**src/dcache_pkg.sv**
```systemverilog
`default_nettype none

package dcache_pkg;

  //////////////////////////////////////////////////////////////////////
  // cache geometry
  //////////////////////////////////////////////////////////////////////

  // one word per bus beat, four beats fill a line
  localparam int XLEN       = 32;
  localparam int LINE_WORDS = 4;
  localparam int LINE_BITS  = XLEN * LINE_WORDS;
  localparam int SETS       = 64;
  localparam int IDX_BITS   = 6;
  localparam int WORD_BITS  = 2;
  // whatever is left above index, word and byte offset
  localparam int TAG_BITS   = XLEN - IDX_BITS - WORD_BITS - 2;

  //////////////////////////////////////////////////////////////////////
  // address views
  //////////////////////////////////////////////////////////////////////

  // field view of a byte address, msb first
  typedef struct packed {
    logic [TAG_BITS-1:0]  tag;
    logic [IDX_BITS-1:0]  idx;
    logic [WORD_BITS-1:0] word;
    logic [1:0]           byte_off;
  } addr_s;

  // flat word for the ports, fields for the lookup
  typedef union packed {
    logic [XLEN-1:0] flat;
    addr_s           f;
  } addr_u;

  // access size of a core request
  typedef enum logic [1:0] {
    SIZE_BYTE = 2'd0,
    SIZE_HALF = 2'd1,
    SIZE_WORD = 2'd2
  } size_e;

  // controller sequence, also visible on the array interface
  typedef enum logic [2:0] {
    IDLE      = 3'd0,
    LOOKUP    = 3'd1,
    EVICT_REQ = 3'd2,
    EVICT     = 3'd3,
    FILL_REQ  = 3'd4,
    FILL      = 3'd5,
    RESPOND   = 3'd6
  } state_e;

  // byte lanes touched by an aligned access
  function automatic logic [3:0] size_to_be(size_e size, logic [1:0] lsb);
    logic [3:0] be;
    case (size)
      SIZE_BYTE: be = 4'b0001;
      SIZE_HALF: be = 4'b0011;
      default:   be = 4'b1111;
    endcase
    return be << lsb;
  endfunction

endpackage

`default_nettype wire

```
**src/dcache_beat_cnt.sv**
```systemverilog
`default_nettype none

module dcache_beat_cnt (
  input  logic                             clk_i,
  input  logic                             rst_ni,
  input  logic                             start_i,
  input  logic                             adv_i,
  input  logic                             abort_i,
  output logic [dcache_pkg::WORD_BITS-1:0] beat_idx_o,
  output logic                             last_o,
  output logic                             busy_o
);

  logic [dcache_pkg::WORD_BITS-1:0] cnt_q;
  logic                             busy_q;

  // final beat of a line, only while a burst is open
  assign last_o = busy_q & (cnt_q == dcache_pkg::WORD_BITS'(dcache_pkg::LINE_WORDS - 1));

  always_ff @(posedge clk_i or negedge rst_ni) begin
    if (!rst_ni) begin
      cnt_q  <= '0;
      busy_q <= 1'b0;
    end else if (abort_i) begin
      cnt_q  <= '0;
      busy_q <= 1'b0;
    end else if (start_i) begin
      cnt_q  <= '0;
      busy_q <= 1'b1;
    end else if (adv_i && busy_q) begin
      if (last_o) begin
        // back to zero so the next strobe shows the line base
        cnt_q  <= '0;
        busy_q <= 1'b0;
      end else begin
        cnt_q <= cnt_q + 1'b1;
      end
    end
  end

  assign beat_idx_o = cnt_q;
  assign busy_o     = busy_q;

endmodule

`default_nettype wire

```
**config.mk**
```make
export PLATFORM = sky130hd
export DESIGN_NAME = dcache_beat_cnt
export DESIGN_NICKNAME = d
export VERILOG_FILES = /design/src/dcache_pkg.sv /design/src/dcache_beat_cnt.sv
export SDC_FILE = /design/constraint.sdc
export NUM_CORES = 1
export LEC_CHECK = 0
export BUFFER_PORTS_ARGS = -buffer_cell sky130_fd_sc_hd__buf_2
export CAP_MARGIN = 30
export CORE_AREA = 2 2 39 41
export CTS_CLUSTER_DIAMETER = 30
export DETAILED_ROUTE_END_ITERATION = 8
export DIE_AREA = 0 0 41 43
export SLEW_MARGIN = 10
export SYNTH_ARGS = -nofsm -noshare
export SYNTH_HDL_FRONTEND = slang
export SYNTH_SLANG_ARGS = --single-unit
```
**constraint.sdc**
```tcl
create_clock -name clk_i -period 1.05 [get_ports clk_i]
set_input_delay 0.105 -clock clk_i [delete_from_list [all_inputs] [get_ports clk_i]]
set_output_delay 0.105 -clock clk_i [all_outputs]
set_load 0.005 [all_outputs]
```
==> results.md, run 1 <==
Outcome:
- The flow ran to the end, but the final reports show violations.
- The checks that failed: negative setup slack.

CTS:
- At the later pin of the worst-skew pair, clock insertion delay measures around 0.23 ns.
- Clock tree synthesis inserted a total of 3 buffers.
- TritonCTS built the clock tree.
- The total number of H-tree levels is 1.
- No sink is reached through more buffers than the 2 on the longest clock path.
- The clock-pin slew reported for the worst setup and hold paths after clock tree synthesis is roughly 0.040 ns.
- Clock tree synthesis found a total of 3 sinks.
- The cell at the root of the clock tree is sky130_fd_sc_hd__clkbuf_4.

Synth:
- The mean area per synthesized cell is about 12 sq um.
- In this run, synthesis inferred 0 flip-flops with an integrated enable.
- The commonest cells after synthesis are sky130_fd_sc_hd__dfrtp_1 (3), sky130_fd_sc_hd__a21bo_1 (2), sky130_fd_sc_hd__a21oi_1 (2).
- The net count of the mapped netlist is 20.
- The most common cell in the synthesized netlist is sky130_fd_sc_hd__dfrtp_1.
- Of the post-synthesis cell area, the dominant cell type holds 0.455.
- The synthesized instance count is 14.
- The sequential cell area fraction in the yosys report is 0.455.
- After synthesis the netlist holds a flip-flop and latch count of 3.
- The share of flip-flops with an asynchronous set or reset is 1.00.
- The count of synthesis-stage warnings from yosys is 0.
- Among all flip-flop cells after synthesis, the most frequent one is sky130_fd_sc_hd__dfrtp_1.
- The mapped cell area is about 170 sq um.
- By area the synthesized netlist is led by sky130_fd_sc_hd__dfrtp_1 (45%), sky130_fd_sc_hd__a21bo_1 (12%), sky130_fd_sc_hd__ha_1 (7.6%).
- The count of cell types in the netlist is 10.
- The cell type contributing the most total cell area after synthesis is sky130_fd_sc_hd__dfrtp_1.

Pwr:
- The share of total power dissipated in the clock network is 0.544.
- The ratio of total power to cell area is 1150 nW/um^2.
- Of the total power, the share spent switching nets is 0.203.
- The share of total power dissipated in sequential elements is 0.353.
- Across the VDD grid, the largest voltage drop is between 0.3 and 0.4 mV.
- The internal portion of the total power is around 0.28 mW.
- Summing internal, switching and leakage power gives ~0.36 mW.
- The combinational power share is 0.103.
- For this design the total switching power over the nets is just over 0.07 mW.
- Summed over all cells, the static leakage comes to approximately 0.14 nW.

Final layout:
- For this run, the number of standard cells in the final layout without fillers is 46.
- The finished layout cell area is around 310 sq um.
- Of the cells placed in the final design, the portion with a size suffix greater than 1 is 0.700.
- The repair_antennas step left the layout with diodes totalling 0.
- The final net count is 37.
- The area added between synthesis and finish is 87.9%.

Timing:
- The setup skew after layout is ~0.0017 ns.
- Setup repair after global routing could not meet its margin everywhere.
- The fmax is between 800 and 900 MHz.
- The final hold violation count was 0.
- The transition time at the pin with the least slew margin is 0.209 ns.
- The count of pins over their slew limit is 0.
- The worst setup margin is -0.101 ns.
- Headroom to the max-slew limit came out at 0.861.
- Setup violations remaining at the end of the flow were counted as 2.
- In the finished design, the share of the clock period the worst path needs comes to 1.10.
- The clock period minus final worst setup slack is about 1.2 ns.

Routing:
- The final wirelength is 384 um.
- The overall via count from detail_route is 169.
- The uppermost layer routed is met3.
- The met1 routed wirelength after detailed routing is 137 um.
- The final routed DRC violation total is 0.
- The number of iterations in the first detailed-routing pass is 1.
- The remaining antenna violation count is 0.
- The wire length on met2 is about 220 um.
- After the first detailed-routing iteration, the DRC count stood at 0.
- The detailed-route vias per instance is approximately 3.7.
- After detailed routing, the average wire length per cell comes to between 8 and 9 um.
- Wire segments on met3 add up to ~31 um in the final route.

GRT:
- The total track usage is 0.0524.
- Entering global routing, the biggest net connects 8 pins.
- The total global routing overflow is 0.
- The number of global-route vias before repair is around 160.
- The first-pass GRT wire length is between 500 and 600 um.
- The initial antenna violation count is 0.

Critical path:
- The critical path in this run is classified as flop to output port.
- The worst setup path is captured at an output port.
- Measured in cells, the most critical reg-to-reg path has a length of 4.
- The critical path data required time is about 0.94 ns.
- The worst reg2reg path endpoint is beat_idx_o[0]$_DFFE_PN0P_.
- Counting both buffers and inverters, the worst setup path holds a total of 1.
- The worst setup path is launched from a flop.
- The largest delay contributor family on the critical path is flip-flops.
- The signal on the critical path passes through ha_2 > and2_4 > buf_6.
- The startpoint of the worst-slack reg-to-reg timing path is beat_idx_o[0]$_DFFE_PN0P_.
- The cell type of the slowest stage on the worst timing path is sky130_fd_sc_hd__dfrtp_1.
- The internal reg-to-reg setup slack is -0.06 ns.
- The worst stage delay on the critical path is 0.37 ns.
- The data arrival at the endpoint of the critical path is 1.05 ns.
- In this run the worst path has a maximum fanout of 2.

Job:
- Max-cap violations in this run came to 0.

Placed design:
- The final estimated routing congestion in global placement is ~0.52.
- The port buffer count is 8.
- In this run, placement finished with an instance count of 39.
- The placed standard-cell area is around 230 sq um.
- The pre-CTS setup slack is around 0.045 ns.

Hold path:
- The startpoint identified for the worst hold timing path is start_i.
- The worst min-delay path class is primary input to flop.
- The end point of the most critical hold path is busy_o$_DFFE_PN0P_.
- The worst hold path depth is 2.

Floorplanning:
- For this configuration, the core starts out at a cell density of 0.119.
- For this design the top-level I/O count stands at 9.
- The floorplan step set the die height to approximately 43 um.
- The die is just over 40 um wide.
- The die covers around 1800 sq um.
- The placeable core region is around 1400 sq um.
- In this run the core area contains 14 standard-cell rows.
## through the flow
step                      hold WS (ns)  utilization  setup TNS (ns)
after global routing             0.112        0.224          -0.255
final                            0.106        0.224          -0.164
after global placement         -0.0981        0.168               0
after detailed placement       -0.0967        0.168               0
after CTS                        0.116        0.207          -0.188
after floorplan                 -0.191            -               0
## state kept, by name, summed over array words and instances, names as in the netlist
signal,cells
beat_idx_o,2
busy_o,1
## repair_timing
action                                  4_1_cts  5_1_grt
hold buffers                                  1        0
resized for setup                             3        4
buffers inserted                              1        1
pin swaps                                     1        4
endpoints found under the setup margin        1        4
hold endpoints to repair                      3        0
## worst max path at each step
stage                     depth (start not counted)                   endpoint                       from
after global placement                            3  beat_idx_o[0]$_DFFE_PN0P_  beat_idx_o[0]$_DFFE_PN0P_
after global routing                              3                     last_o  beat_idx_o[0]$_DFFE_PN0P_
after CTS                                         3                     last_o  beat_idx_o[1]$_DFFE_PN0P_
after detailed placement                          3  beat_idx_o[0]$_DFFE_PN0P_  beat_idx_o[1]$_DFFE_PN0P_
final                                             3                     last_o  beat_idx_o[0]$_DFFE_PN0P_
after floorplan                                   3  beat_idx_o[0]$_DFFE_PN0P_  beat_idx_o[0]$_DFFE_PN0P_
## power groups by stage
stage	clock network (mW)	registers [mW]	logic, mW
6_report	0.193	0.126	0.0365
5_1_grt	0.211	0.127	0.0406
4_1_cts	0.205	0.125	0.0328
3_5_place_dp	0	0.126	0.0300
3_3_place_gp	0	0.126	0.0292
2_1_floorplan	0	0.126	0.0109
## final cells by class
| type | count | area [sq um] |
|---|---|---|
| well taps | 16 | 20.0 |
| fillers | 158 | 1070 |
| repair buffers | 12 | 78.8 |
| flip-flops and latches | 3 | 75.1 |
| multi-input cells | 11 | 110 |
| clock buffers | 4 | 26.3 |
## cell usage in the layout (no fill, tap or decap), types with 2 or more instances in the layout
master,n
sky130_fd_sc_hd__buf_2,7
sky130_fd_sc_hd__a21bo_1,2
sky130_fd_sc_hd__a21oi_2,2
sky130_fd_sc_hd__buf_4,3
sky130_fd_sc_hd__dfrtp_1,3
sky130_fd_sc_hd__clkbuf_4,3
## layer usage
layer / global-route usage / vias to the layer above
met5: 0 / -
met3: 0.0314 / 0
met2: 0.0750 / 4
li1: - / 83
met1: 0.0422 / 82
met4: 0.0600 / 0
## cell families (layout without fill, tap and decap cells)
kind of cell	Yosys count	in the layout	share of synthesized area
buf+inv	0	16	0
flops	3	3	0.455
compound gates	6	6	0.288
simple gates	4	4	0.182
fa+ha+maj	1	1	0.0757
Note: power is estimated with default switching activity, not from simulation.
==> run 2, diff against run 1 <==
--- a/config.mk
+++ b/config.mk
@@ -13,2 +13,3 @@
 export DIE_AREA = 0 0 41 43
+export REMOVE_ABC_BUFFERS = 1
 export SLEW_MARGIN = 10
--- a/constraint.sdc
+++ b/constraint.sdc
@@ -3,2 +3,2 @@
 set_output_delay 0.105 -clock clk_i [all_outputs]
-set_load 0.005 [all_outputs]
+set_load 0.05 [all_outputs]
==> run 2 against run 1 <==
Against the previous run:
- the flow still finishes with violations (negative setup slack)
- cell count unchanged
- clock skew about the same
- hold slack gained 0.014 ns
- routed wire length is 11% lower
- largest power group unchanged
- highest routed layer unchanged
==> results.md, run 2 (synthesized netlist as in run 1, its figures left out) <==
Timing:
- The final hold violation count is 0 (unchanged).
- The number of failing setup endpoints in the final timing report was 2 (unchanged).
- The fmax is 842 MHz (-3.1%).
- The final total negative setup slack is -0.185 ns (-0.0214 ns).
- Setup repair after global routing could not meet its margin everywhere.
- The part of the cycle the worst path needs was 1.13 (+0.0347).
- The final hold slack is 0.120 ns (+0.0138 ns).
- The setup skew after layout is 0.00160 ns (-0.0000705 ns).
- The headroom to the max-slew limit is 0.875 (+0.0140).
- The worst setup margin was -0.138 ns (-0.0365 ns).
- The count of pins over their slew limit is 0 (unchanged).
- The transition time at the pin with the least slew margin is 0.188 ns (-0.0210 ns).
- The clock period minus final worst setup slack is 1.19 ns (+0.0365 ns).

Critical path:
- The internal reg-to-reg setup slack is -0.05 ns (about the same).
- The category of the worst setup path capture point is an output port.
- The worst-case reg-to-reg path depth is 4 (unchanged).
- The largest fanout on the critical path came to 2 (unchanged).
- The worst reg2reg path endpoint is beat_idx_o[0]$_DFFE_PN0P_.
- The startpoint of the worst-slack reg-to-reg timing path is beat_idx_o[0]$_DFFE_PN0P_.
- The category of the worst setup path launch point is a flop.
- The critical path is of the flop to output port type.
- The data arrival at the endpoint of the critical path is 1.08 ns (+0.03 ns).
- The critical path data required time is 0.94 ns (about the same).

GRT:
- The total global routing overflow came to 0 (unchanged).
- The pin count of the biggest net entering global routing is 8 (unchanged).
- The number of global-route vias before repair came to 171 (+6.2%).
- The first-pass GRT wire length is 579 um (+6.2%).
- The total track usage came to 0.0534 (+0.00106).
- The initial antenna violation count was 0 (unchanged).

Routing:
- The detailed-route vias per instance is 3.61 (-1.8%).
- The overall via count from detail_route came to 166 (-1.8%).
- The final routed DRC violation total is 0 (unchanged).
- The number of DRC markers in iteration 0 is 0 (unchanged).
- The number of iterations in the first detailed-routing pass is 1 (unchanged).
- The final wirelength is 340 um (-11%).
- The routed wire length per instance came to 7.39 um (-11%).
- The remaining antenna violation count came to 0 (unchanged).

CTS:
- The clock-pin slew reported for the worst setup and hold paths after clock tree synthesis was 0.04 ns (about the same).
- The latest clock arrival within the worst-skew pair is 0.23 ns (about the same).
- The tree is rooted in a sky130_fd_sc_hd__clkbuf_4.
- The maximum clock path buffer count is 2 (unchanged).
- The total number of H-tree levels is 1 (unchanged).
- The clock buffer count from CTS is 3 (unchanged).
- The count of clock tree sinks was 3 (unchanged).
- The TritonCTS clock tree is done.

Floorplanning:
- The die outline height is 43 um (unchanged).
- The width of the die is 41 um (unchanged).
- The floorplan die area was 1760 sq um (unchanged).
- The placeable core region came to 1380 sq um (unchanged).
- The total number of placement rows is 14 (unchanged).
- The number of top-level design ports is 9 (unchanged).
- The starting density of the core is 0.119 (unchanged).

Pwr:
- The overall power was 0.371 mW (+4.3%).
- The highest ir drop seen on vdd is 0.350 mV (+17%).
- The ratio of total power to cell area is 1160 nW/um^2 (+1.1%).
- The standby leakage power came to 0.148 nW (+1.9%).

Final layout:
- Relative to the synthesized area, the layout overhead comes to 93.9%.
- The flip-flop count of the largest register, all copies and words added is 2 (unchanged).
- The final net count is 37 (unchanged).
- Leaving out fill and tap cells, the most frequent cells in the layout are sky130_fd_sc_hd__buf_2 (4), sky130_fd_sc_hd__buf_4 (4), sky130_fd_sc_hd__dfrtp_1 (3), sky130_fd_sc_hd__clkbuf_4 (3).
- The count of inserted antenna diode cells came to 0 (unchanged).
- The final instance count without filler cells is 46 (unchanged).
- The fraction of final layout cells sized beyond drive strength 1 is 0.633 (-0.0667).

Placed design:
- The pre-CTS setup slack was -0.0145 ns (-0.0593 ns).
- The number of instances in the placed design was 40 (+2.6%).
- The final estimated routing congestion in global placement is 0.584 (+12%).
- The port buffer count was 8 (unchanged).

Job:
- The max-cap violation count came to 0 (unchanged).

Hold path:
- The worst hold path depth is 2 (unchanged).
- The path with the worst hold slack has its endpoint at busy_o$_DFFE_PN0P_.
- The launch instance of the worst min-delay path is start_i.
- In this run the worst hold path is classified as primary input to flop.

Outcome:
- The final reports fail on negative setup slack.
- The flow ran to the end, but the final reports show violations.
run 2: how the worst max path moves through the flow:
stage	startpoint	end	slack, ns	depth (start not counted)
floorplan	beat_idx_o[0]$_DFFE_PN0P_	last_o	-0.24	2
global placement	beat_idx_o[0]$_DFFE_PN0P_	last_o	-0.02	3
detailed placement	beat_idx_o[0]$_DFFE_PN0P_	last_o	-0.01	3
CTS	beat_idx_o[1]$_DFFE_PN0P_	last_o	-0.15	3
global route	beat_idx_o[0]$_DFFE_PN0P_	last_o	-0.17	3
finish	beat_idx_o[0]$_DFFE_PN0P_	last_o	-0.14	3
run 2: critical path: stages (launching register included):
cell,delay (ns)
sky130_fd_sc_hd__dfrtp_1,0.37
sky130_fd_sc_hd__ha_2,0.19
sky130_fd_sc_hd__and2_4,0.15
sky130_fd_sc_hd__buf_8,0.14
run 2: layout make-up:
cell class / count / area, sq um
Multi-Input combinational cell: 11 / 101
Tap cell: 16 / 20.0
Sequential cell: 3 / 75.1
Fill cell: 143 / 1060
Timing Repair Buffer: 12 / 97.6
Clock buffer: 4 / 26.3
run 2: metrics by stage:
stage / utilization / area (sq um)
3_3_place_gp: 0.174 / 240
5_1_grt: 0.231 / 320
4_1_cts: 0.223 / 309
6_report: 0.231 / 320
2_1_floorplan: - / 165
3_5_place_dp: 0.174 / 240
run 2: power by group:
group	total [mW]	switching (mW)	internal, mW
clock network	0.194	0.0524	0.142
registers	0.125	0.00495	0.120
logic	0.0514	0.0275	0.0240
total	0.371	0.0849	0.286
run 2: what timing repair did:
| action | 4_1_cts | 5_1_grt |
|---|---|---|
| buffers inserted | 1 | 0 |
| hold buffers | 1 | 0 |
| resized for setup | 9 | 3 |
| pin swaps | 1 | 1 |
| setup endpoints to repair | 2 | 5 |
| hold endpoints to repair | 3 | 0 |
run 2: metal layers:
metal  routed length [um]  GRT usage  vias up
met4                    0     0.0600        0
met1                  130     0.0489       79
met3                   28     0.0314        0
met2                  180     0.0719        4
li1                     -          -       83
met5                    0          0        -
