### config.mk
export PLATFORM = sky130hd
export DESIGN_NAME = dcache_ctrl_fsm_flat
export DESIGN_NICKNAME = d
export VERILOG_FILES = /design/src/dcache_pkg.sv /design/src/dcache_array_if.sv /design/src/dcache_ctrl_fsm.sv /design/src/flat_wrapper.sv
export SDC_FILE = /design/constraint.sdc
export NUM_CORES = 1
export LEC_CHECK = 0
export ABC_AREA = 1
export BUFFER_PORTS_ARGS = -buffer_cell sky130_fd_sc_hd__buf_2
export CORE_MARGIN = 8
export CORE_UTILIZATION = 43
export DETAILED_ROUTE_END_ITERATION = 16
export PLACE_DENSITY = 0.88
export SYNTH_ARGS = -nofsm -noshare
export SYNTH_HDL_FRONTEND = slang
export SYNTH_SLANG_ARGS = --single-unit
### constraint.sdc
create_clock -name clk_i -period 4.6 [get_ports clk_i]
set_input_delay 0.23 -clock clk_i [delete_from_list [all_inputs] [get_ports clk_i]]
set_output_delay 0.23 -clock clk_i [all_outputs]
set_load 0.02 [all_outputs]
### src/dcache_pkg.sv
`default_nettype none

package dcache_pkg;

  //////////////////////////////////////////////////////////////////////
  // cache geometry
  //////////////////////////////////////////////////////////////////////

  // one word per bus beat, four beats fill a line
  localparam int XLEN       = 32;
  localparam int LINE_WORDS = 4;
  localparam int LINE_BITS  = XLEN * LINE_WORDS;
  localparam int SETS       = 64;
  localparam int IDX_BITS   = 6;
  localparam int WORD_BITS  = 2;
  // whatever is left above index, word and byte offset
  localparam int TAG_BITS   = XLEN - IDX_BITS - WORD_BITS - 2;

  //////////////////////////////////////////////////////////////////////
  // address views
  //////////////////////////////////////////////////////////////////////

  // field view of a byte address, msb first
  typedef struct packed {
    logic [TAG_BITS-1:0]  tag;
    logic [IDX_BITS-1:0]  idx;
    logic [WORD_BITS-1:0] word;
    logic [1:0]           byte_off;
  } addr_s;

  // flat word for the ports, fields for the lookup
  typedef union packed {
    logic [XLEN-1:0] flat;
    addr_s           f;
  } addr_u;

  // access size of a core request
  typedef enum logic [1:0] {
    SIZE_BYTE = 2'd0,
    SIZE_HALF = 2'd1,
    SIZE_WORD = 2'd2
  } size_e;

  // controller sequence, also visible on the array interface
  typedef enum logic [2:0] {
    IDLE      = 3'd0,
    LOOKUP    = 3'd1,
    EVICT_REQ = 3'd2,
    EVICT     = 3'd3,
    FILL_REQ  = 3'd4,
    FILL      = 3'd5,
    RESPOND   = 3'd6
  } state_e;

  // byte lanes touched by an aligned access
  function automatic logic [3:0] size_to_be(size_e size, logic [1:0] lsb);
    logic [3:0] be;
    case (size)
      SIZE_BYTE: be = 4'b0001;
      SIZE_HALF: be = 4'b0011;
      default:   be = 4'b1111;
    endcase
    return be << lsb;
  endfunction

endpackage

`default_nettype wire

### src/dcache_array_if.sv
`default_nettype none

interface dcache_array_if #(
  parameter int NUM_WAYS = 2
);

  // lookup address of the current request
  logic [dcache_pkg::IDX_BITS-1:0]  idx;
  logic [dcache_pkg::TAG_BITS-1:0]  req_tag;
  logic [dcache_pkg::WORD_BITS-1:0] word;
  // one-hot way for all writes and the buffer load
  logic [NUM_WAYS-1:0]              way_sel;
  // tag, valid and dirty updates
  logic                             tag_we;
  logic                             dirty_we;
  logic                             dirty_val;
  // line buffer and data array control
  logic                             line_load;
  logic                             line_we;
  logic                             merge_en;
  logic [3:0]                       be;
  logic [dcache_pkg::XLEN-1:0]      wdata;
  dcache_pkg::state_e               state;

  // tag array results
  logic [NUM_WAYS-1:0]              hit;
  logic [NUM_WAYS-1:0]              victim;
  logic                             victim_dirty;
  logic [dcache_pkg::TAG_BITS-1:0]  victim_tag;

  // data array results
  logic [dcache_pkg::XLEN-1:0]      rdata;
  logic [dcache_pkg::XLEN-1:0]      line_word;

  modport ctrl (
    output idx, req_tag, word, way_sel, tag_we, dirty_we, dirty_val,
    output line_load, line_we, merge_en, be, wdata, state,
    input  hit, victim, victim_dirty, victim_tag
  );

  modport tag (
    input  idx, req_tag, way_sel, tag_we, dirty_we, dirty_val, state,
    output hit, victim, victim_dirty, victim_tag
  );

  modport data (
    input  idx, word, way_sel, line_load, line_we, merge_en, be, wdata,
    input  hit, state,
    output rdata, line_word
  );

endinterface

`default_nettype wire

### src/dcache_ctrl_fsm.sv
`default_nettype none

module dcache_ctrl_fsm #(
  parameter int NUM_WAYS = 2
) (
  input  logic                             clk_i,
  input  logic                             rst_ni,

  // core request side
  input  logic                             mem_req_i,
  input  logic [dcache_pkg::XLEN-1:0]      mem_addr_i,
  input  logic                             mem_we_i,
  input  dcache_pkg::size_e                mem_size_i,
  input  logic [dcache_pkg::XLEN-1:0]      mem_wdata_i,
  output logic                             mem_rdy_o,
  output logic                             mem_ack_o,
  output logic                             mem_err_o,

  // burst bus side
  output logic                             biu_stb_o,
  input  logic                             biu_stb_ack_i,
  output logic                             biu_we_o,
  output logic [dcache_pkg::XLEN-1:0]      biu_addr_o,
  input  logic                             biu_ack_i,
  input  logic                             biu_err_i,

  // beat counter
  output logic                             beat_start_o,
  input  logic                             beat_last_i,
  input  logic [dcache_pkg::WORD_BITS-1:0] beat_idx_i,

  dcache_array_if.ctrl                     arr
);

  dcache_pkg::state_e              state_q;
  dcache_pkg::state_e              state_d;
  dcache_pkg::addr_u               in_addr;
  dcache_pkg::addr_u               req_q;
  dcache_pkg::addr_u               bus_addr;
  logic                            we_q;
  logic                            err_q;
  logic [3:0]                      be_q;
  logic [dcache_pkg::XLEN-1:0]     wdata_q;
  logic [NUM_WAYS-1:0]             victim_q;
  logic [dcache_pkg::TAG_BITS-1:0] vtag_q;
  logic                            take;
  logic                            evicting;

  //////////////////////////////////////////////////////////////////////
  // request capture
  //////////////////////////////////////////////////////////////////////

  assign in_addr.flat = mem_addr_i;
  // only idle accepts, so ready is the idle flag
  assign mem_rdy_o    = (state_q == dcache_pkg::IDLE);
  assign take         = mem_rdy_o & mem_req_i;

  always_ff @(posedge clk_i or negedge rst_ni) begin
    if (!rst_ni) begin
      state_q  <= dcache_pkg::IDLE;
      we_q     <= 1'b0;
      err_q    <= 1'b0;
      victim_q <= '0;
    end else begin
      state_q <= state_d;
      if (take) begin
        we_q  <= mem_we_i;
        err_q <= 1'b0;
      end
      // victim is frozen here for the whole miss
      if (state_q == dcache_pkg::LOOKUP) begin
        victim_q <= arr.victim;
      end
      if (evicting && biu_err_i) begin
        err_q <= 1'b1;
      end
      if (state_q == dcache_pkg::FILL && biu_err_i) begin
        err_q <= 1'b1;
      end
    end
  end

  always_ff @(posedge clk_i) begin
    if (take) begin
      req_q   <= in_addr;
      be_q    <= dcache_pkg::size_to_be(mem_size_i, in_addr.f.byte_off);
      wdata_q <= mem_wdata_i;
    end
    if (state_q == dcache_pkg::LOOKUP) begin
      vtag_q <= arr.victim_tag;
    end
  end

  // arrays see the incoming index while idle so lookup has results
  assign arr.idx     = mem_rdy_o ? in_addr.f.idx : req_q.f.idx;
  assign arr.req_tag = req_q.f.tag;
  assign arr.word    = req_q.f.word;
  assign arr.be      = be_q;
  assign arr.wdata   = wdata_q;
  assign arr.state   = state_q;

  //////////////////////////////////////////////////////////////////////
  // sequencing
  //////////////////////////////////////////////////////////////////////

  always_comb begin
    state_d       = state_q;
    beat_start_o  = 1'b0;
    arr.way_sel   = victim_q;
    arr.tag_we    = 1'b0;
    arr.dirty_we  = 1'b0;
    arr.dirty_val = 1'b0;
    arr.line_load = 1'b0;
    arr.line_we   = 1'b0;
    arr.merge_en  = 1'b0;
    case (state_q)
      dcache_pkg::IDLE: begin
        if (mem_req_i) begin
          state_d = dcache_pkg::LOOKUP;
        end
      end
      dcache_pkg::LOOKUP: begin
        if (|arr.hit) begin
          // write hit goes straight into the hit way and marks it dirty
          arr.way_sel   = arr.hit;
          arr.merge_en  = we_q;
          arr.dirty_we  = we_q;
          arr.dirty_val = 1'b1;
          state_d       = dcache_pkg::RESPOND;
        end else if (arr.victim_dirty) begin
          // copy the victim out before the fill overwrites it
          arr.way_sel   = arr.victim;
          arr.line_load = 1'b1;
          state_d       = dcache_pkg::EVICT_REQ;
        end else begin
          state_d = dcache_pkg::FILL_REQ;
        end
      end
      dcache_pkg::EVICT_REQ: begin
        if (biu_stb_ack_i) begin
          beat_start_o = 1'b1;
          state_d      = dcache_pkg::EVICT;
        end
      end
      dcache_pkg::EVICT: begin
        // an error leaves the victim dirty and skips the fill
        if (biu_err_i) begin
          state_d = dcache_pkg::RESPOND;
        end else if (biu_ack_i && beat_last_i) begin
          state_d = dcache_pkg::FILL_REQ;
        end
      end
      dcache_pkg::FILL_REQ: begin
        if (biu_stb_ack_i) begin
          beat_start_o = 1'b1;
          state_d      = dcache_pkg::FILL;
        end
      end
      dcache_pkg::FILL: begin
        if (biu_err_i) begin
          state_d = dcache_pkg::RESPOND;
        end else if (biu_ack_i && beat_last_i) begin
          // install tag, valid, dirty and the merged line together
          arr.tag_we    = 1'b1;
          arr.dirty_we  = 1'b1;
          arr.dirty_val = we_q;
          arr.line_we   = 1'b1;
          arr.merge_en  = we_q;
          state_d       = dcache_pkg::RESPOND;
        end
      end
      dcache_pkg::RESPOND: begin
        state_d = dcache_pkg::IDLE;
      end
      default: begin
        state_d = dcache_pkg::IDLE;
      end
    endcase
  end

  //////////////////////////////////////////////////////////////////////
  // bus and core outputs
  //////////////////////////////////////////////////////////////////////

  assign evicting = (state_q == dcache_pkg::EVICT_REQ) | (state_q == dcache_pkg::EVICT);

  // line base while strobing, then the running beat address
  always_comb begin
    bus_addr.f.tag      = evicting ? vtag_q : req_q.f.tag;
    bus_addr.f.idx      = req_q.f.idx;
    bus_addr.f.word     = beat_idx_i;
    bus_addr.f.byte_off = 2'b00;
  end

  assign biu_addr_o = bus_addr.flat;
  assign biu_stb_o  = (state_q == dcache_pkg::EVICT_REQ) | (state_q == dcache_pkg::FILL_REQ);
  assign biu_we_o   = evicting;
  assign mem_ack_o  = (state_q == dcache_pkg::RESPOND);
  assign mem_err_o  = mem_ack_o & err_q;

endmodule

`default_nettype wire

### src/flat_wrapper.sv
// flat-port wrapper written by rule: the top's interface ports become plain ports
module dcache_ctrl_fsm_flat 
#(
  parameter int NUM_WAYS = 2
)
  (clk_i, rst_ni, mem_req_i, mem_addr_i, mem_we_i, mem_size_i, mem_wdata_i, mem_rdy_o, mem_ack_o, mem_err_o, biu_stb_o, biu_stb_ack_i, biu_we_o, biu_addr_o, biu_ack_i, biu_err_i, beat_start_o, beat_last_i, beat_idx_i, arr_idx, arr_req_tag, arr_word, arr_way_sel, arr_tag_we, arr_dirty_we, arr_dirty_val, arr_line_load, arr_line_we, arr_merge_en, arr_be, arr_wdata, arr_state, arr_hit, arr_victim, arr_victim_dirty, arr_victim_tag);
  dcache_array_if #(.NUM_WAYS(NUM_WAYS)) arr_i ();
  input  logic clk_i;
  input  logic rst_ni;
  input  logic mem_req_i;
  input  logic [dcache_pkg::XLEN-1:0] mem_addr_i;
  input  logic mem_we_i;
  input  dcache_pkg::size_e mem_size_i;
  input  logic [dcache_pkg::XLEN-1:0] mem_wdata_i;
  output logic mem_rdy_o;
  output logic mem_ack_o;
  output logic mem_err_o;
  output logic biu_stb_o;
  input  logic biu_stb_ack_i;
  output logic biu_we_o;
  output logic [dcache_pkg::XLEN-1:0] biu_addr_o;
  input  logic biu_ack_i;
  input  logic biu_err_i;
  output logic beat_start_o;
  input  logic beat_last_i;
  input  logic [dcache_pkg::WORD_BITS-1:0] beat_idx_i;
  output wire logic [$bits(arr_i.idx)-1:0] arr_idx;
  output wire logic [$bits(arr_i.req_tag)-1:0] arr_req_tag;
  output wire logic [$bits(arr_i.word)-1:0] arr_word;
  output wire logic [$bits(arr_i.way_sel)-1:0] arr_way_sel;
  output wire logic [$bits(arr_i.tag_we)-1:0] arr_tag_we;
  output wire logic [$bits(arr_i.dirty_we)-1:0] arr_dirty_we;
  output wire logic [$bits(arr_i.dirty_val)-1:0] arr_dirty_val;
  output wire logic [$bits(arr_i.line_load)-1:0] arr_line_load;
  output wire logic [$bits(arr_i.line_we)-1:0] arr_line_we;
  output wire logic [$bits(arr_i.merge_en)-1:0] arr_merge_en;
  output wire logic [$bits(arr_i.be)-1:0] arr_be;
  output wire logic [$bits(arr_i.wdata)-1:0] arr_wdata;
  output wire logic [$bits(arr_i.state)-1:0] arr_state;
  input wire logic [$bits(arr_i.hit)-1:0] arr_hit;
  input wire logic [$bits(arr_i.victim)-1:0] arr_victim;
  input wire logic [$bits(arr_i.victim_dirty)-1:0] arr_victim_dirty;
  input wire logic [$bits(arr_i.victim_tag)-1:0] arr_victim_tag;
  assign arr_idx = arr_i.idx;
  assign arr_req_tag = arr_i.req_tag;
  assign arr_word = arr_i.word;
  assign arr_way_sel = arr_i.way_sel;
  assign arr_tag_we = arr_i.tag_we;
  assign arr_dirty_we = arr_i.dirty_we;
  assign arr_dirty_val = arr_i.dirty_val;
  assign arr_line_load = arr_i.line_load;
  assign arr_line_we = arr_i.line_we;
  assign arr_merge_en = arr_i.merge_en;
  assign arr_be = arr_i.be;
  assign arr_wdata = arr_i.wdata;
  assign arr_state = arr_i.state;
  assign arr_i.hit = arr_hit;
  assign arr_i.victim = arr_victim;
  assign arr_i.victim_dirty = arr_victim_dirty;
  assign arr_i.victim_tag = arr_victim_tag;
  dcache_ctrl_fsm #(.NUM_WAYS(NUM_WAYS)) u_core (.clk_i(clk_i), .rst_ni(rst_ni), .mem_req_i(mem_req_i), .mem_addr_i(mem_addr_i), .mem_we_i(mem_we_i), .mem_size_i(mem_size_i), .mem_wdata_i(mem_wdata_i), .mem_rdy_o(mem_rdy_o), .mem_ack_o(mem_ack_o), .mem_err_o(mem_err_o), .biu_stb_o(biu_stb_o), .biu_stb_ack_i(biu_stb_ack_i), .biu_we_o(biu_we_o), .biu_addr_o(biu_addr_o), .biu_ack_i(biu_ack_i), .biu_err_i(biu_err_i), .beat_start_o(beat_start_o), .beat_last_i(beat_last_i), .beat_idx_i(beat_idx_i), .arr(arr_i));
endmodule
==> results.md <==
- Clock Skews: 0.0110 ns
- Setup Buffers After CTS: 0
- CTS tree: done
- RSZ-0062 raised after global routing: false
- Commonest cells post-synth: 115 x nand2_1, 88 x edfxtp_1, 12 x nor2_1
- VDD IR max: 314 uV
- Largest net degree at the start of global routing: 45
- Synth Area in XOR/XNOR: 0%
- Synth Flop Type: edfxtp_1
- CTS Root Cell: clkbuf_8
- Setup Viol. Count Final: 0
- Pwr Total: 2980 uW
- Unique cell type count in the Yosys netlist: 23
- Placement Cell Area: 4760 sq um
- Crit path cell chain: inv_2, nor2_4, inv_2, nand2_1, nand2_1, buf_2
- Status: finished, final reports clean
- Slew @ Worst Pin: 0.716 ns
- Std cell rows: 33
- CTS Buf Count: 9
- Fin crit period: 2.51 ns
- CP max stage cell: dfrtp_1
- Nets@finish: 595
- Yosys reg bits: 95
- Area grow syn2layout: 36.9%
- Final worst-path cycle share: 54.6%
- Slew Viols, Final: 0
- Top-count cell post-synth: nand2_1
- Worst Hold Class: in -> reg
- Initial antenna violation count: 0
- Setup_tns: 0 ns
- Synth top area share: 73.2%
- Vias: 2,817
- DRC Markers: 0
- Chip width: 108 um
- Kind of critical path: reg -> out
- Synth Instances: 276
- Routed wire length: 10,100 um
- PD cells: 604 nW/um^2
- Antenna Cells: 0
- GPL Wtd Cong: 0.825
- Post-Synth Simple-Gate Area: 17.0%
- # Max-Cap Violations: 0
- Total gr overflow: 0
- Req. time, crit path: 4.37 ns
- Clock sinks: 95
- Pleak: 0.00234 uW
- First-pass GRT wire length: 15,000 um
- Max incr delay on CP: 0.53 ns
- Synth Area in Adders: 0%
- Vias/cell: 4.68
- Hold Vio Cnt, Final: 0
- Max Freq: 398 MHz
- Detail Route Antenna Nets: 0
- Resize count post-CTS: 0
- H-tree depth: 3
- Die height: 108 um
- Largest family of logic cells by synthesized area: simple AND/OR/NAND/NOR gates
- Total GRT Usage: 16.7%
- Post-synthesis compound-gate area fraction: 1.80%
- Final core utilization: 60.4%
- Port-buffer cells: 211
- DIE AREA: 11,600 sq um
- Worst Path Buf+Inv: 3
- Final Instance Area: 4940 sq um
- Worst skew pair latency: 0.35 ns
- Starting Density: 44.1%
- Core area: 8180 sq um
- CP startpoint kind: register
- Seq/Total Area, Yosys: 78.1%
- Warnings from Yosys: 0
- DR WL/cell: 16.8 um
- Post-synth EDFFs: 88
- Top cells by area, synth: edfxtp_1 73%, nand2_1 12%, dfrtp_1 4.9%
- DR iter-0 viols: 126
- Top cell type by total area after synthesis: edfxtp_1
- CP Capture Type: primary output
- First drt pass iteration count: 4
- Share of cells above drive strength 1: 48.7%
- Clock Path Buffers: 2
- Worst-path clk slew: 0.10 ns
- Critical path peak fanout: 24
- Worst rel slew slack: 52.1%
- Post-synthesis mux area share: 0%
- Worst EP arrival: 2.28 ns
- Avg Cell Area, Syn: 13.1 sq um
- Critical path's top delay family: simple AND/OR/NAND/NOR gates
- Vias in the first global route: 2,953
- DP HPWL: 8030 um
- Cell area after synthesis: 3610 sq um
- Hold_buf cts: 1
- Async set-reset flop share out of synthesis: 7.37%
- Top Ports: 218
final cells by class:
type,count,area (sq um)
fillers,661,3240
inverters,13,51.3
well taps,105,131
flip-flops and latches,95,2820
clock inverters,6,45.0
multi-input cells,160,693
clock buffers,10,128
repair buffers,213,1070
registers in the layout, indices dropped and copies added, names as in the netlist:
name              cells
u_core.we_q           1
u_core.req_q         30
u_core.victim_q       2
u_core.arr.wdata     32
u_core.arr.state      3
u_core.vtag_q        22
u_core.err_q          1
u_core.arr.be         4
stage by stage:
stage | instances | hold slack [ns] | setup slack, ns
detailed placement | 585 | 0.0778 | 2.26
global placement | 585 | 0.0732 | 2.33
CTS | 602 | 0.0213 | 2.03
finish | 602 | 0.0453 | 2.09
global route | 602 | 0.0173 | 1.88
floorplan | 277 | -0.0656 | 0.463
worst reg2reg max path, delay by kind of cell, from the launching register on:
kind | cells | cell delay (ns)
buffers and inverters | 1 | 0.58
DFF | 1 | 0.50
and+or+nand+nor | 3 | 0.89
logic make-up after synthesis:
family,count (synthesis)
AND/OR/NAND/NOR,146
flip-flops,95
buffers and inverters,22
AO/OA/AOI/OAI,12
other,1
power breakdown:
part	internal, uW	switching, uW
combinational	342	874
sequential	1190	94.1
clock	201	284
total	1730	1250
layout by cell type (no fill, tap or decap):
master | synthesis | routed
buf_2 | 4 | 211
nand2_1 | 115 | 115
edfxtp_1 | 88 | 88
nor2_1 | 12 | 11
clkbuf_8 | 0 | 9
inv_1 | 8 | 8
dfrtp_1 | 7 | 7
nand3_1 | 6 | 6
inv_2 | 4 | 4
nand3_2 | 4 | 4
o21ai_1 | 4 | 4
o21ai_0 | 4 | 4
nor3_1 | 3 | 3
nor2_4 | 1 | 2
nand2_2 | 2 | 2
a21oi_1 | 2 | 2
conb_1 | 1 | 2
nor2_2 | 1 | 1
inv_4 | 1 | 1
nand2_4 | 1 | 1
nor3_2 | 1 | 1
a22oi_1 | 1 | 1
o211ai_1 | 1 | 1
clkbuf_1 | 0 | 1
clkinvlp_4 | 0 | 1
clkinv_1 | 0 | 1
inv_6 | 0 | 1
inv_8 | 0 | 1
clkinv_4 | 0 | 1
clkinv_2 | 0 | 1
dlygate4sd3_1 | 0 | 1
buf_4 | 5 | 1
routing by layer:
metal | share of wire [%] | track usage (%)
met1 | 35 | 16.5
met2 | 52 | 30.5
met3 | 12 | 6.83
met4 | 1.2 | 6.14
met5 | 0 | 0
final timing paths:
path / cells past startpoint / from / slack [ns] / end
min in group asynchronous: 2 / rst_ni / 0.28 / u_core.victim_q[0]$_DFFE_PN0P_
hold reg to reg: 2 / u_core.victim_q[0]$_DFFE_PN0P_ / 0.51 / u_core.victim_q[0]$_DFFE_PN0P_
setup reg to reg: 4 / u_core.arr.state[1]$_DFFE_PN0P_ / 2.27 / u_core.arr.wdata[22]$_DFFE_PP_
hold / removal: 1 / mem_wdata_i[26] / 0.05 / u_core.arr.wdata[26]$_DFFE_PP_
max in group asynchronous: 2 / rst_ni / 4.15 / u_core.arr.state[1]$_DFFE_PN0P_
setup / recovery: 6 / u_core.arr.state[1]$_DFFE_PN0P_ / 2.09 / biu_addr_o[21]
(Power assumes the default switching activity.)
